### src/hw/playfield_pkg.sv
// playfield package with the shared word, address and color types and the depth encodings
`default_nettype none

package playfield_pkg;

    typedef logic [15:0] word_t;            // one video ram data word
    typedef logic [15:0] addr_t;            // video ram word address (64K words)
    typedef logic [7:0]  color_t;           // 8-bit color index
    typedef logic [7:0]  hpos_t;            // horizontal pixel count
    typedef logic [5:0]  vpos_t;            // line count

    // display depth, code 3 decodes like BPP_8
    typedef enum logic [1:0] {
        BPP_1_ATTR = 2'd0,                  // 1 bpp with fore/back attribute nibbles
        BPP_4      = 2'd1,                  // 4 bpp, two words per group
        BPP_8      = 2'd2                   // 8 bpp, four words per group
    } bpp_e;

    // display word fetch states
    typedef enum logic [2:0] {
        IDLE,                               // waiting for the fetch window
        ADDR,                               // issue first read of a group
        WAIT,                               // first read in flight
        READ_0,                             // capture word 0
        READ_1,                             // capture word 1
        READ_2,                             // capture word 2
        READ_3                              // capture word 3
    } fetch_state_e;

    localparam int ATTR_FORE_LSB = 12;      // foreground nibble of a 1 bpp word
    localparam int ATTR_BACK_LSB = 8;       // background nibble of a 1 bpp word
    localparam int GROUP_PIXELS  = 8;       // pixels per expanded group
    localparam int MEM_LATENCY   = 2;       // clocks from read request to data

    // video ram words needed for one group of eight pixels
    function automatic logic [2:0] words_per_group(input bpp_e bpp);
        case (bpp)
            BPP_1_ATTR: return 3'd1;        // 8 pixels in the low byte
            BPP_4:      return 3'd2;        // 4 pixels per word
            default:    return 3'd4;        // 2 pixels per word
        endcase
    endfunction

endpackage

`default_nettype wire

### src/hw/line_fetch.sv
// line fetch, tracks line addresses and reads display words from video ram in bursts
`default_nettype none
`timescale 1ns/1ps

module line_fetch
    import playfield_pkg::*;
(
    input  wire logic   clk,
    input  wire logic   reset_i,
    input  wire logic   stall_i,            // shared bus busy
    input  wire logic   fetch_window_i,
    input  wire logic   line_end_i,
    input  wire logic   frame_end_i,
    input  wire logic   blank_i,
    input  wire bpp_e   bpp_i,
    input  wire addr_t  start_addr_i,       // first word of the frame
    input  wire word_t  line_len_i,         // words between line starts
    input  wire word_t  vram_data_i,
    input  wire logic   words_ready_i,
    output logic        vram_sel_o,
    output addr_t       vram_addr_o,
    output logic        words_valid_o,
    output word_t       w0_o,
    output word_t       w1_o,
    output word_t       w2_o,
    output word_t       w3_o
);

    // longest stretch a burst may run past the window, reads of a 4 word group plus latency
    localparam logic [3:0] BURST_SPAN = 4'(MEM_LATENCY + 4);

    fetch_state_e   state;
    addr_t          line_start;             // start of the current line
    addr_t          cur_addr;               // next word to read
    logic [2:0]     n_words;                // words per group for this depth
    logic           issue;                  // start a read this clock
    logic           handed;                 // group has left, or leaves now
    logic [3:0]     closed_cnt;             // clocks since the window closed

    assign n_words = words_per_group(bpp_i);
    assign handed  = !words_valid_o || words_ready_i;

    always_comb begin
        case (state)
            ADDR:    issue = fetch_window_i && !blank_i && !stall_i && handed;
            WAIT:    issue = (n_words != 3'd1);     // second word for 4 and 8 bpp
            READ_0:  issue = (n_words == 3'd4);     // third word, 8 bpp only
            READ_1:  issue = (n_words == 3'd4);     // fourth word
            default: issue = 1'b0;
        endcase
        if (line_end_i) begin
            issue = 1'b0;                   // line flush drops the burst
        end
    end

    always_ff @(posedge clk) begin
        if (reset_i) begin
            state         <= IDLE;
            vram_sel_o    <= 1'b0;
            words_valid_o <= 1'b0;
            line_start    <= '0;
            cur_addr      <= '0;
        end else begin
            vram_sel_o <= issue;
            if (issue) begin
                cur_addr <= cur_addr + 1'b1;
            end
            if (words_valid_o && words_ready_i) begin
                words_valid_o <= 1'b0;      // expander took the words
            end
            case (state)
                IDLE: begin
                    if (fetch_window_i && !blank_i && !stall_i) begin
                        state <= ADDR;
                    end
                end
                ADDR: begin
                    if (!fetch_window_i || blank_i) begin
                        state <= IDLE;
                    end else if (issue) begin
                        state <= WAIT;
                    end
                end
                WAIT: state <= READ_0;
                READ_0: begin
                    if (n_words == 3'd1) begin
                        words_valid_o <= 1'b1;      // 1 bpp group complete
                        state         <= ADDR;
                    end else begin
                        state <= READ_1;
                    end
                end
                READ_1: begin
                    if (n_words == 3'd2) begin
                        words_valid_o <= 1'b1;      // 4 bpp group complete
                        state         <= ADDR;
                    end else begin
                        state <= READ_2;
                    end
                end
                READ_2: state <= READ_3;
                READ_3: begin
                    words_valid_o <= 1'b1;          // 8 bpp group complete
                    state         <= ADDR;
                end
                default: state <= IDLE;
            endcase
            if (frame_end_i || blank_i) begin
                line_start <= start_addr_i;         // back to top of frame
                cur_addr   <= start_addr_i;
            end else if (line_end_i) begin
                line_start <= line_start + line_len_i;
                cur_addr   <= line_start + line_len_i;
            end
            if (line_end_i) begin
                state         <= IDLE;
                words_valid_o <= 1'b0;              // leftover group belongs to old line
            end
        end
    end

    // read address and collected words, sampled MEM_LATENCY edges after each request
    always_ff @(posedge clk) begin
        if (issue) begin
            vram_addr_o <= cur_addr;
        end
        if (state == READ_0) begin
            w0_o <= vram_data_i;
        end
        if (state == READ_1) begin
            w1_o <= vram_data_i;
        end
        if (state == READ_2) begin
            w2_o <= vram_data_i;
        end
        if (state == READ_3) begin
            w3_o <= vram_data_i;
        end
    end

    always_ff @(posedge clk) begin
        if (reset_i || fetch_window_i) begin
            closed_cnt <= '0;
        end else if (closed_cnt != 4'hf) begin
            closed_cnt <= closed_cnt + 1'b1;    // saturate
        end
    end

    // video ram may only be busy during the window or the tail of one burst
    assert property (@(posedge clk) disable iff (reset_i)
        vram_sel_o |-> (closed_cnt <= BURST_SPAN))
        else $error("vram read outside fetch window");

endmodule

`default_nettype wire

### src/hw/pixel_expand.sv
// pixel expander, turns fetched words into one group of eight 8-bit color indices
`default_nettype none
`timescale 1ns/1ps

module pixel_expand
    import playfield_pkg::*;
(
    input  wire logic   clk,
    input  wire logic   reset_i,
    input  wire bpp_e   bpp_i,
    input  wire logic   words_valid_i,
    input  wire word_t  w0_i,
    input  wire word_t  w1_i,
    input  wire word_t  w2_i,
    input  wire word_t  w3_i,
    input  wire logic   grp_ready_i,        // shifter loaded the group
    input  wire logic   line_end_i,
    output logic        words_ready_o,
    output logic        grp_valid_o,
    output logic [63:0] grp_pixels_o        // first pixel in the top byte
);

    logic [63:0] expanded;                  // decoded group from the current words
    logic [31:0] nibs;                      // 4 bpp source, w0 then w1
    logic        take;                      // words transfer this clock

    assign words_ready_o = !grp_valid_o;    // ready while buffer empty
    assign take          = words_valid_i && words_ready_o;
    assign nibs          = {w0_i, w1_i};

    always_comb begin
        case (bpp_i)
            BPP_1_ATTR: begin
                for (int i = 0; i < GROUP_PIXELS; i++) begin
                    // bit 7 is the leftmost pixel
                    expanded[i*8 +: 8] = {4'h0, w0_i[i] ? w0_i[ATTR_FORE_LSB +: 4]
                                                        : w0_i[ATTR_BACK_LSB +: 4]};
                end
            end
            BPP_4: begin
                for (int i = 0; i < GROUP_PIXELS; i++) begin
                    expanded[i*8 +: 8] = {4'h0, nibs[i*4 +: 4]};    // msb nibble first
                end
            end
            default: expanded = {w0_i, w1_i, w2_i, w3_i};           // 8 bpp and code 3
        endcase
    end

    always_ff @(posedge clk) begin
        if (reset_i) begin
            grp_valid_o <= 1'b0;
        end else if (line_end_i) begin
            grp_valid_o <= 1'b0;            // drop leftover group at end of line
        end else if (take) begin
            grp_valid_o <= 1'b1;
        end else if (grp_ready_i) begin
            grp_valid_o <= 1'b0;            // buffer emptied by shifter load
        end
    end

    always_ff @(posedge clk) begin
        if (take) begin
            grp_pixels_o <= expanded;
        end
    end

endmodule

`default_nettype wire

### src/hw/pixel_shifter.sv
// pixel shifter, scans each group out one pixel per clock with border and color base
`default_nettype none
`timescale 1ns/1ps

module pixel_shifter
    import playfield_pkg::*;
(
    input  wire logic   clk,
    input  wire logic   reset_i,
    input  wire logic   scan_start_i,       // first group of the line
    input  wire logic   line_end_i,
    input  wire logic   visible_i,
    input  wire logic   blank_i,
    input  wire logic   grp_valid_i,
    input  wire logic [63:0] grp_pixels_i,
    input  wire color_t border_color_i,
    input  wire color_t colorbase_i,        // xor'd into every pixel
    output logic        grp_ready_o,        // one clock pulse per load
    output color_t      color_o
);

    logic [63:0] shreg;                     // pixels in flight, current in top byte
    logic [2:0]  pix_cnt;                   // pixel within the group
    logic        load;

    // no refill on the last pixel of the line, the next line starts at scan_start
    assign load = !blank_i && (scan_start_i ||
                  (visible_i && pix_cnt == 3'(GROUP_PIXELS - 1) && !line_end_i));
    assign grp_ready_o = load;

    always_ff @(posedge clk) begin
        if (reset_i) begin
            pix_cnt <= '0;
            color_o <= border_color_i;
        end else begin
            if (scan_start_i) begin
                pix_cnt <= '0;
            end else if (visible_i) begin
                pix_cnt <= pix_cnt + 1'b1;  // wraps every group
            end
            if (visible_i && !blank_i) begin
                color_o <= shreg[63:56] ^ colorbase_i;
            end else begin
                color_o <= border_color_i;
            end
        end
    end

    always_ff @(posedge clk) begin
        if (load) begin
            shreg <= grp_pixels_i;
        end else if (visible_i) begin
            shreg <= {shreg[55:0], 8'h00};  // next pixel to top
        end
    end

    // fetch and expander must keep ahead of scanout
    assert property (@(posedge clk) disable iff (reset_i) load |-> grp_valid_i)
        else $error("pixel group underrun");

endmodule

`default_nettype wire

### src/hw/playfield_top.sv
// playfield top, connects raster timing, line fetch, expander and shifter
`default_nettype none
`timescale 1ns/1ps

module playfield_top
    import playfield_pkg::*;
#(
    parameter int H_TOTAL    = 96,
    parameter int H_VISIBLE  = 64,
    parameter int V_TOTAL    = 8,
    parameter int V_VISIBLE  = 6,
    parameter int FETCH_LEAD = 24
) (
    input  wire logic   clk,
    input  wire logic   reset_i,
    input  wire logic   stall_i,
    input  wire logic   blank_i,
    input  wire bpp_e   bpp_i,
    input  wire addr_t  start_addr_i,
    input  wire word_t  line_len_i,
    input  wire color_t border_color_i,
    input  wire color_t colorbase_i,
    input  wire word_t  vram_data_i,
    output logic        vram_sel_o,
    output addr_t       vram_addr_o,
    output color_t      color_o,
    output hpos_t       h_pos_o,
    output vpos_t       v_pos_o
);

    logic        fetch_window;              // timing strobes
    logic        line_end;
    logic        frame_end;
    logic        scan_start;
    logic        visible;
    logic        words_valid;               // fetch to expander
    logic        words_ready;
    word_t       w0;
    word_t       w1;
    word_t       w2;
    word_t       w3;
    logic        grp_valid;                 // expander to shifter
    logic        grp_ready;
    logic [63:0] grp_pixels;

    raster_timing #(
        .H_TOTAL(H_TOTAL), .H_VISIBLE(H_VISIBLE), .V_TOTAL(V_TOTAL),
        .V_VISIBLE(V_VISIBLE), .FETCH_LEAD(FETCH_LEAD)
    ) i_raster_timing (
        .clk(clk), .reset_i(reset_i), .h_pos_o(h_pos_o), .v_pos_o(v_pos_o),
        .fetch_window_o(fetch_window), .line_end_o(line_end), .frame_end_o(frame_end),
        .scan_start_o(scan_start), .visible_o(visible)
    );

    line_fetch i_line_fetch (
        .clk(clk), .reset_i(reset_i), .stall_i(stall_i), .fetch_window_i(fetch_window),
        .line_end_i(line_end), .frame_end_i(frame_end), .blank_i(blank_i), .bpp_i(bpp_i),
        .start_addr_i(start_addr_i), .line_len_i(line_len_i), .vram_data_i(vram_data_i),
        .words_ready_i(words_ready), .vram_sel_o(vram_sel_o), .vram_addr_o(vram_addr_o),
        .words_valid_o(words_valid), .w0_o(w0), .w1_o(w1), .w2_o(w2), .w3_o(w3)
    );

    pixel_expand i_pixel_expand (
        .clk(clk), .reset_i(reset_i), .bpp_i(bpp_i), .words_valid_i(words_valid),
        .w0_i(w0), .w1_i(w1), .w2_i(w2), .w3_i(w3), .grp_ready_i(grp_ready),
        .line_end_i(line_end), .words_ready_o(words_ready), .grp_valid_o(grp_valid),
        .grp_pixels_o(grp_pixels)
    );

    pixel_shifter i_pixel_shifter (
        .clk(clk), .reset_i(reset_i), .scan_start_i(scan_start), .line_end_i(line_end),
        .visible_i(visible), .blank_i(blank_i), .grp_valid_i(grp_valid),
        .grp_pixels_i(grp_pixels), .border_color_i(border_color_i),
        .colorbase_i(colorbase_i), .grp_ready_o(grp_ready), .color_o(color_o)
    );

endmodule

`default_nettype wire

### src/hw/raster_timing.sv
// raster timing, pixel and line counters with the fetch window and scanout strobes
`default_nettype none
`timescale 1ns/1ps

module raster_timing
    import playfield_pkg::*;
#(
    parameter int H_TOTAL    = 96,          // clocks per line
    parameter int H_VISIBLE  = 64,          // visible pixels at the end of a line
    parameter int V_TOTAL    = 8,           // lines per frame
    parameter int V_VISIBLE  = 6,           // visible lines at the start of a frame
    parameter int FETCH_LEAD = 24           // fetch opens this early before scanout
) (
    input  wire logic   clk,
    input  wire logic   reset_i,
    output hpos_t       h_pos_o,            // counter copy, one clock behind
    output vpos_t       v_pos_o,
    output logic        fetch_window_o,     // memory fetch allowed
    output logic        line_end_o,         // last count of a line
    output logic        frame_end_o,        // last count of a frame
    output logic        scan_start_o,       // load first group for the line
    output logic        visible_o           // inside the visible window
);

    localparam hpos_t H_LAST      = hpos_t'(H_TOTAL - 1);
    localparam hpos_t H_VIS_START = hpos_t'(H_TOTAL - H_VISIBLE);
    localparam hpos_t H_FETCH     = hpos_t'(H_TOTAL - H_VISIBLE - FETCH_LEAD);
    localparam vpos_t V_LAST      = vpos_t'(V_TOTAL - 1);
    localparam vpos_t V_VIS_END   = vpos_t'(V_VISIBLE);

    hpos_t  h_cnt;                          // current pixel count
    vpos_t  v_cnt;                          // current line count
    logic   line_vis;                       // current line carries pixels

    assign line_vis       = (v_cnt < V_VIS_END);
    assign line_end_o     = (h_cnt == H_LAST);
    assign frame_end_o    = line_end_o && (v_cnt == V_LAST);
    assign visible_o      = line_vis && (h_cnt >= H_VIS_START);
    assign fetch_window_o = line_vis && (h_cnt >= H_FETCH);     // open to end of line
    assign scan_start_o   = line_vis && (h_cnt == H_VIS_START - 1'b1);

    always_ff @(posedge clk) begin
        if (reset_i) begin
            h_cnt   <= '0;
            v_cnt   <= '0;
            h_pos_o <= '0;
            v_pos_o <= '0;
        end else begin
            h_pos_o <= h_cnt;               // align with the registered color
            v_pos_o <= v_cnt;
            if (line_end_o) begin
                h_cnt <= '0;
                v_cnt <= frame_end_o ? '0 : v_cnt + 1'b1;
            end else begin
                h_cnt <= h_cnt + 1'b1;
            end
        end
    end

    // line and frame strobes drive the address bookkeeping, so each must be single clock
    assert property (@(posedge clk) disable iff (reset_i) line_end_o |=> !line_end_o)
        else $error("line_end held longer than one clock");
    assert property (@(posedge clk) disable iff (reset_i) frame_end_o |=> !frame_end_o)
        else $error("frame_end held longer than one clock");

endmodule

`default_nettype wire

### config.mk
export PLATFORM = sky130hd
export DESIGN_NAME = playfield_top
export DESIGN_NICKNAME = d
export VERILOG_FILES = /design/src/hw/playfield_pkg.sv /design/src/hw/line_fetch.sv /design/src/hw/pixel_expand.sv /design/src/hw/pixel_shifter.sv /design/src/hw/playfield_top.sv /design/src/hw/raster_timing.sv
export SDC_FILE = /design/constraint.sdc
export NUM_CORES = 1
export LEC_CHECK = 0
export BUFFER_PORTS_ARGS = -buffer_cell sky130_fd_sc_hd__buf_2
export CORE_MARGIN = 2
export CORE_UTILIZATION = 54
export DETAILED_ROUTE_END_ITERATION = 10
export GPL_ROUTABILITY_DRIVEN = 0
export GPL_TIMING_DRIVEN = 0
export HOLD_SLACK_MARGIN = 0.05
export PLACE_DENSITY = 0.76
export SYNTH_ARGS = -nofsm -noshare
export SYNTH_HDL_FRONTEND = slang
export SYNTH_SLANG_ARGS = --single-unit
export TNS_END_PERCENT = 10
### constraint.sdc
create_clock -name clk -period 3.57 [get_ports clk]
set_input_delay 0.357 -clock clk [delete_from_list [all_inputs] [get_ports clk]]
set_output_delay 0.357 -clock clk [all_outputs]
set_load 0.01 [all_outputs]
======== After elaboration in Yosys (flattened, before gate mapping) ========
Cells that the tools add are included.
word-level totals
  output and inout port bits .............. 39
  flip-flop bits (word level) ............. 285
  word-level logic and storage cells ...... 111
  input port bits ......................... 70
cells by class
  order comparisons ....................... 3
  reductions and logical operators ........ 32
  equal/unequal tests ..................... 17
  multiplexer cells ....................... 34
  add/sub/neg operators ................... 5
  bitwise logic cells ..................... 1
operators with widths
  operator                                                                      number
  64-bit 2-to-1 mux                                                             2
  64-bit one-hot mux with 2 select lines                                        1
  16-bit 2-to-1 mux                                                             5
  4-bit 2-to-1 mux                                                              8
  3-bit one-hot mux with 7 select lines                                         1
  16-bit by 1-bit adder with 16-bit output, second input constant               1
  16-bit adder                                                                  1
  8-bit 2-to-1 mux                                                              2
  3-bit equality test, second input constant                                    5
  3-bit 2-to-1 mux                                                              5
  1-bit logical AND                                                             12
  3-bit by 2-bit equality test with 1-bit output, second input constant         3
  8-bit by 1-bit adder with 8-bit output, second input constant                 1
  8-bit by 5-bit equality test with 1-bit output, second input constant         1
  8-bit by 7-bit equality test with 1-bit output, second input constant         1
  8-bit by 4-bit >= comparator with 1-bit output, second input constant         1
  8-bit by 6-bit >= comparator with 1-bit output, second input constant         1
  8-bit bitwise XOR                                                             1
  6-bit by 1-bit adder with 6-bit output, second input constant                 1
  3-bit by 1-bit equality test with 1-bit output, second input constant         2
  6-bit by 3-bit equality test with 1-bit output, second input constant         1
  1-bit zero test                                                               6
  6-bit by 3-bit less-than comparator with 1-bit output, second input constant  1
  1-bit 2-to-1 mux                                                              6
  14 further kinds                                                              23

======== Logic depth before layout (Yosys ltp) ========
  word-level depth ........................ 10
  depth in mapped cells ................... 10
  depth with buffers taken out ............ 10

======== Modules after synthesis ========
Synthesis repeated with hierarchy kept, for this count alone.
unflattened totals
  cells, all modules ...................... 986
  area total of the unflattened synthesis .. 12839.8 µm²
by module, submodules not included
  module         seq. area each (µm²)  times used  cells each  area each (µm²)
  line_fetch     3143.0                1           443         5183.7
  pixel_shifter  2142.1                1           185         3368.2
  pixel_expand   1941.9                1           246         3209.3
  raster_timing  560.5                 1           112         1078.5

======== Least setup slack after synthesis ========
OpenSTA, ideal clock, no wires.
  kind .................................... reg-to-reg
  start point ............................. reg i_line_fetch.words_valid_o
  end point ............................... reg i_pixel_expand.grp_pixels_o[0], enable pin
  setup time .............................. 0.494 ns
  required time ........................... 3.076 ns
  buffers on the path ..................... 0
  period minus slack after synthesis ...... 3.687 ns
  stages on the path, launching flop included .. 2
  arrival ................................. 3.193 ns
  setup slack ............................. -0.117 ns
  cells stage by stage .................... dfxtp_1 nor2b_1
on the way
  longest elaborated chain between the ends .. 1
ends and longest elaborated chain
  item                     line                source
  from (decl)              line_fetch.sv:22    output logic words_valid_o,
  from (signal assigned)   line_fetch.sv:60    words_valid_o <= 1'b0;
  from (signal assigned)   line_fetch.sv:69    words_valid_o <= 1'b0;
  from (signal assigned)   line_fetch.sv:87    words_valid_o <= 1'b1;
  1-bit logical AND        pixel_expand.sv:28  assign take = words_valid_i && words_ready_o;
  net i_pixel_expand.take  pixel_expand.sv:25  logic take;
  to (signal assigned)     pixel_expand.sv:63  grp_pixels_o <= expanded;
  to (decl)                pixel_expand.sv:20  output logic [63:0] grp_pixels_o
The timed path passes the listed nets, and every way through them passes these cells.
A chain may end at the register's enable or synchronous reset.

======== Worst setup path after layout ========
  start point ............................. reg i_line_fetch.state[1]
  end point ............................... reg i_line_fetch.vram_addr_o[9], enable pin
on the way
  longest elaborated chain between the ends .. 4
  elaborated cells on any way between the ends .. 7
  classes of those cells .................. eq/ne: 4; mux: 2; reduce/logical: 1
ends and longest elaborated chain
  item                                                                                          line               source
  from (decl)                                                                                   line_fetch.sv:32   fetch_state_e state;
  from (signal assigned)                                                                        line_fetch.sv:58   state <= IDLE;
  from (signal assigned)                                                                        line_fetch.sv:74   state <= ADDR;
  from (signal assigned)                                                                        line_fetch.sv:79   state <= IDLE;
  3-bit equality test / 3-bit by 2-bit equality test with 1-bit output (equally long branches)  line_fetch.sv:44   case (state)
  2-bit OR reduction (no source line)                                                           --
  1-bit one-hot mux with 3 select lines (*)                                                     line_fetch.sv:44
  1-bit 2-to-1 mux (*)                                                                          line_fetch.sv:51   if (line_end_i) begin
  net i_line_fetch.issue                                                                        line_fetch.sv:36   logic issue;
  to (signal assigned)                                                                          line_fetch.sv:125  vram_addr_o <= cur_addr;
  to (decl)                                                                                     line_fetch.sv:21   output addr_t vram_addr_o,
The timed path passes the listed nets; every way through them passes the cells marked *.

==> results.sh <==
export IMPL_yosys_area_top_type="edfxtp_1"
export IMPL_final_setup_tns_ns=0
export IMPL_die_area_um2=24200
export IMPL_yosys_register_bits=285
export IMPL_peakVddDrop_mv=0.341
export IMPL_period_share=0.834
export IMPL_critical_path_slowest_cell="nor2_2"
export IMPL_yosysSeqAreaShare=0.627
export IMPL_drtPass1Iterations=6
export IMPL_hold_violations=0
export IMPL_synth_top_area_share=0.503
export IMPL_coreArea_um2=22600
export IMPL_drc_errors=0
export IMPL_num_fill_cells=1658
export IMPL_synthCells=1009
export IMPL_worstPathCellList="nor3b_2, a22o_1, nor2_1, nor2_2"
export IMPL_antenna_found_initial=2
export IMPL_antenna_cells=0
export IMPL_syn_area_um2=12400
export IMPL_htreeDepth=1
export IMPL_ys_flop_type="edfxtp_1"
export IMPL_cp_slowest_stage_delay_ns=0.82
export IMPL_ioPinCount=109
export IMPL_vias=8607
export IMPL_fmax_ghz=0.336
export IMPL_finalCriticalPeriod_ns=2.98
export IMPL_worstPathArrival_ns=3.14
export IMPL_path_buf_inv=0
export IMPL_root_buffer="clkbuf_16"
export IMPL_grt_util_all_layers=0.238
export IMPL_grt_pass1_wl_mm=45.0
export IMPL_hpwl_mm=19.1
export IMPL_grt_max_degree=65
export IMPL_cts_setup_buffers=0
export IMPL_critical_path_required_ns=3.73
export IMPL_whs_ns=0.0990
export IMPL_cts_sinks=285
export IMPL_finalSetupViolations=0
export IMPL_synth_cell_type_count=64
export IMPL_ant_nets=0
export IMPL_power_density_nw_per_um2=485
export IMPL_cts_buffer_depth=3
export IMPL_routedWlPerCell_um=19.6
export IMPL_cts_buffers=29
export IMPL_die_y_um=156
export IMPL_cts_tree="yes"
export IMPL_clock_latency_ns=0.56
export IMPL_port_buffers=106
export IMPL_die_x_um=156
export IMPL_multi_input_area_um2=4320
export IMPL_drive_gt1_frac=0.207
export IMPL_synth_edf_count=208
export IMPL_cp_start_kind="register"
export IMPL_maxSlewHeadroom=0.287
export IMPL_rows=55
export IMPL_cp_top_family="simple AND/OR/NAND/NOR gates"
export IMPL_slew_violations=0
export IMPL_async_flop_share=0
export IMPL_initial_utilization=0.549
export IMPL_yosys_warnings=0
export IMPL_nNetsFinal=1265
export IMPL_final_core_util=0.645
export IMPL_syn_to_final_growth_pct=17.6
export IMPL_status="complete, no violations"
export IMPL_syn_avg_cell_area_um2=12.3
export IMPL_yosys_top_cells_area="edfxtp_1 (50%), dfxtp_1 (12%), mux2_2 (5.5%)"
export IMPL_drtIter0Drc=693
export IMPL_cap_violations=0
export IMPL_clkTransAtPathRegs_ns=0.06
export IMPL_finalPower_mw=7.08
export IMPL_skew_ns=0.0256
export IMPL_via_per_inst=5.81
export IMPL_synth_fp_nets=1101
export IMPL_p_leak_nw=5.45
export IMPL_grt_overflow_total=0
export IMPL_crit_fanout=16
export IMPL_worstSetupPathType="register to register"
export IMPL_routed_wl_mm=29.0
export IMPL_grt_pass1_vias=8488
export IMPL_tightest_slew_ns=1.07
export IMPL_end_kind="register"
export IMPL_worst_hold_path_type="input pin to register"
export IMPL_regArea_um2=7790
export IMPL_rsz0062_at_grt="false"
[per-stage QoR]
stage	worst slack, ns	area, um^2	instances
floorplan	0.307	12400	1009
global placement	-1.41	13300	1400
detailed placement	0.681	13400	1403
CTS	0.605	14600	1481
global route	0.466	14600	1481
finish	0.592	14600	1481
[report_power, final]
part	internal (mW)	leakage [nW]	total [mW]	switching, mW
Combinational	0.167	2.44	0.404	0.237
Sequential	3.56	2.52	3.59	0.0296
Clock	1.84	0.489	3.09	1.25
[cell type report]
cell class / count / area share
Clock inverter: 16 / 0.0111
Multi-Input combinational cell: 650 / 0.296
Clock buffer: 38 / 0.0562
Timing Repair Buffer: 133 / 0.0568
Buffer: 55 / 0.0178
Tap cell: 285 / 0.0244
Inverter: 19 / 0.00488
Sequential cell: 285 / 0.533
[worst paths after layout]
path,to,depth (start not counted),slack [ns],start
setup / recovery,i_line_fetch.vram_addr_o[9],4,0.59,i_line_fetch.state[1]
hold / removal,i_pixel_shifter.color_o[5],3,0.1,colorbase_i[5]
setup reg to reg,i_line_fetch.vram_addr_o[9],4,0.59,i_line_fetch.state[1]
hold reg to reg,i_line_fetch.line_start[5],2,0.46,i_line_fetch.line_start[5]
[flip-flops by register name, summed over array words and instances (netlist names), 3 cells and up]
signal / count
i_pixel_shifter.pix_cnt: 3
i_line_fetch.vram_addr_o: 16
i_pixel_shifter.shreg: 64
i_pixel_shifter.color_o: 8
i_raster_timing.h_cnt: 8
i_line_fetch.w1_o: 16
i_line_fetch.w3_o: 16
i_pixel_expand.grp_pixels_o: 64
i_line_fetch.w2_o: 16
i_line_fetch.cur_addr: 16
i_line_fetch.w0_o: 16
i_raster_timing.h_pos_o: 8
i_raster_timing.v_pos_o: 6
i_line_fetch.state: 3
i_line_fetch.line_start: 16
i_raster_timing.v_cnt: 6
[synth_stat cells, drive strengths merged, types with 2 or more instances]
library cell / n
edfxtp: 208
nor2: 99
dfxtp: 77
nand2: 67
a21oi: 63
o21ai: 63
mux2: 61
and2: 44
clkbuf: 43
mux2i: 30
ha: 21
inv: 19
xor2: 19
nand3: 17
nor2b: 17
nor3: 17
a211oi: 16
xnor2: 16
buf: 12
a21o: 10
and3: 8
nand2b: 8
and4: 6
nand4: 6
a221oi: 5
o211ai: 5
a22oi: 4
or3: 4
a22o: 3
nor4: 3
o21a: 3
o21bai: 3
o31a: 3
a21boi: 2
a311oi: 2
a31o: 2
nand3b: 2
nor3b: 2
o22ai: 2
o41ai: 2
or2: 2
[metal layers]
metal | global-route usage | share of wire
met3 | 0.0367 | 0.068
met1 | 0.310 | 0.41
met5 | 0 | 0.00024
met2 | 0.407 | 0.49
met4 | 0.0865 | 0.030
[cell families (layout without fill, tap and decap cells)]
kind of cell / Yosys count / in the layout / share of synthesized area
buf+inv: 74 / 261 / 0.0267
simple gates: 304 / 304 / 0.119
fa+ha+maj: 22 / 22 / 0.0228
mux: 91 / 91 / 0.0795
xor+xnor: 35 / 35 / 0.0247
flops: 285 / 285 / 0.627
compound gates: 198 / 198 / 0.100
[timing repair]
item	in CTS	in global routing
endpoints found under the hold margin	72	0
hold buffers	24	0
gates resized for setup	0	0
setup endpoints to repair	0	0
[worst min-delay path, delay by kind of cell]
family	cells	cell delay, ns
AOI/OAI and AO/OA	1	0.12
xor gates and xnor gates	1	0.06
buffers and inverters	1	0.08
[layout by cell type, fill, tap and decap left out, drive strengths merged, types with 44 or more instances in the layout]
| cell | instances |
|---|---|
| edfxtp | 208 |
| buf | 121 |
| nor2 | 99 |
| clkbuf | 81 |
| dfxtp | 77 |
| nand2 | 67 |
| o21ai | 63 |
| a21oi | 63 |
| mux2 | 61 |
| and2 | 44 |
No activity file was read; power rests on OpenSTA's default activity.
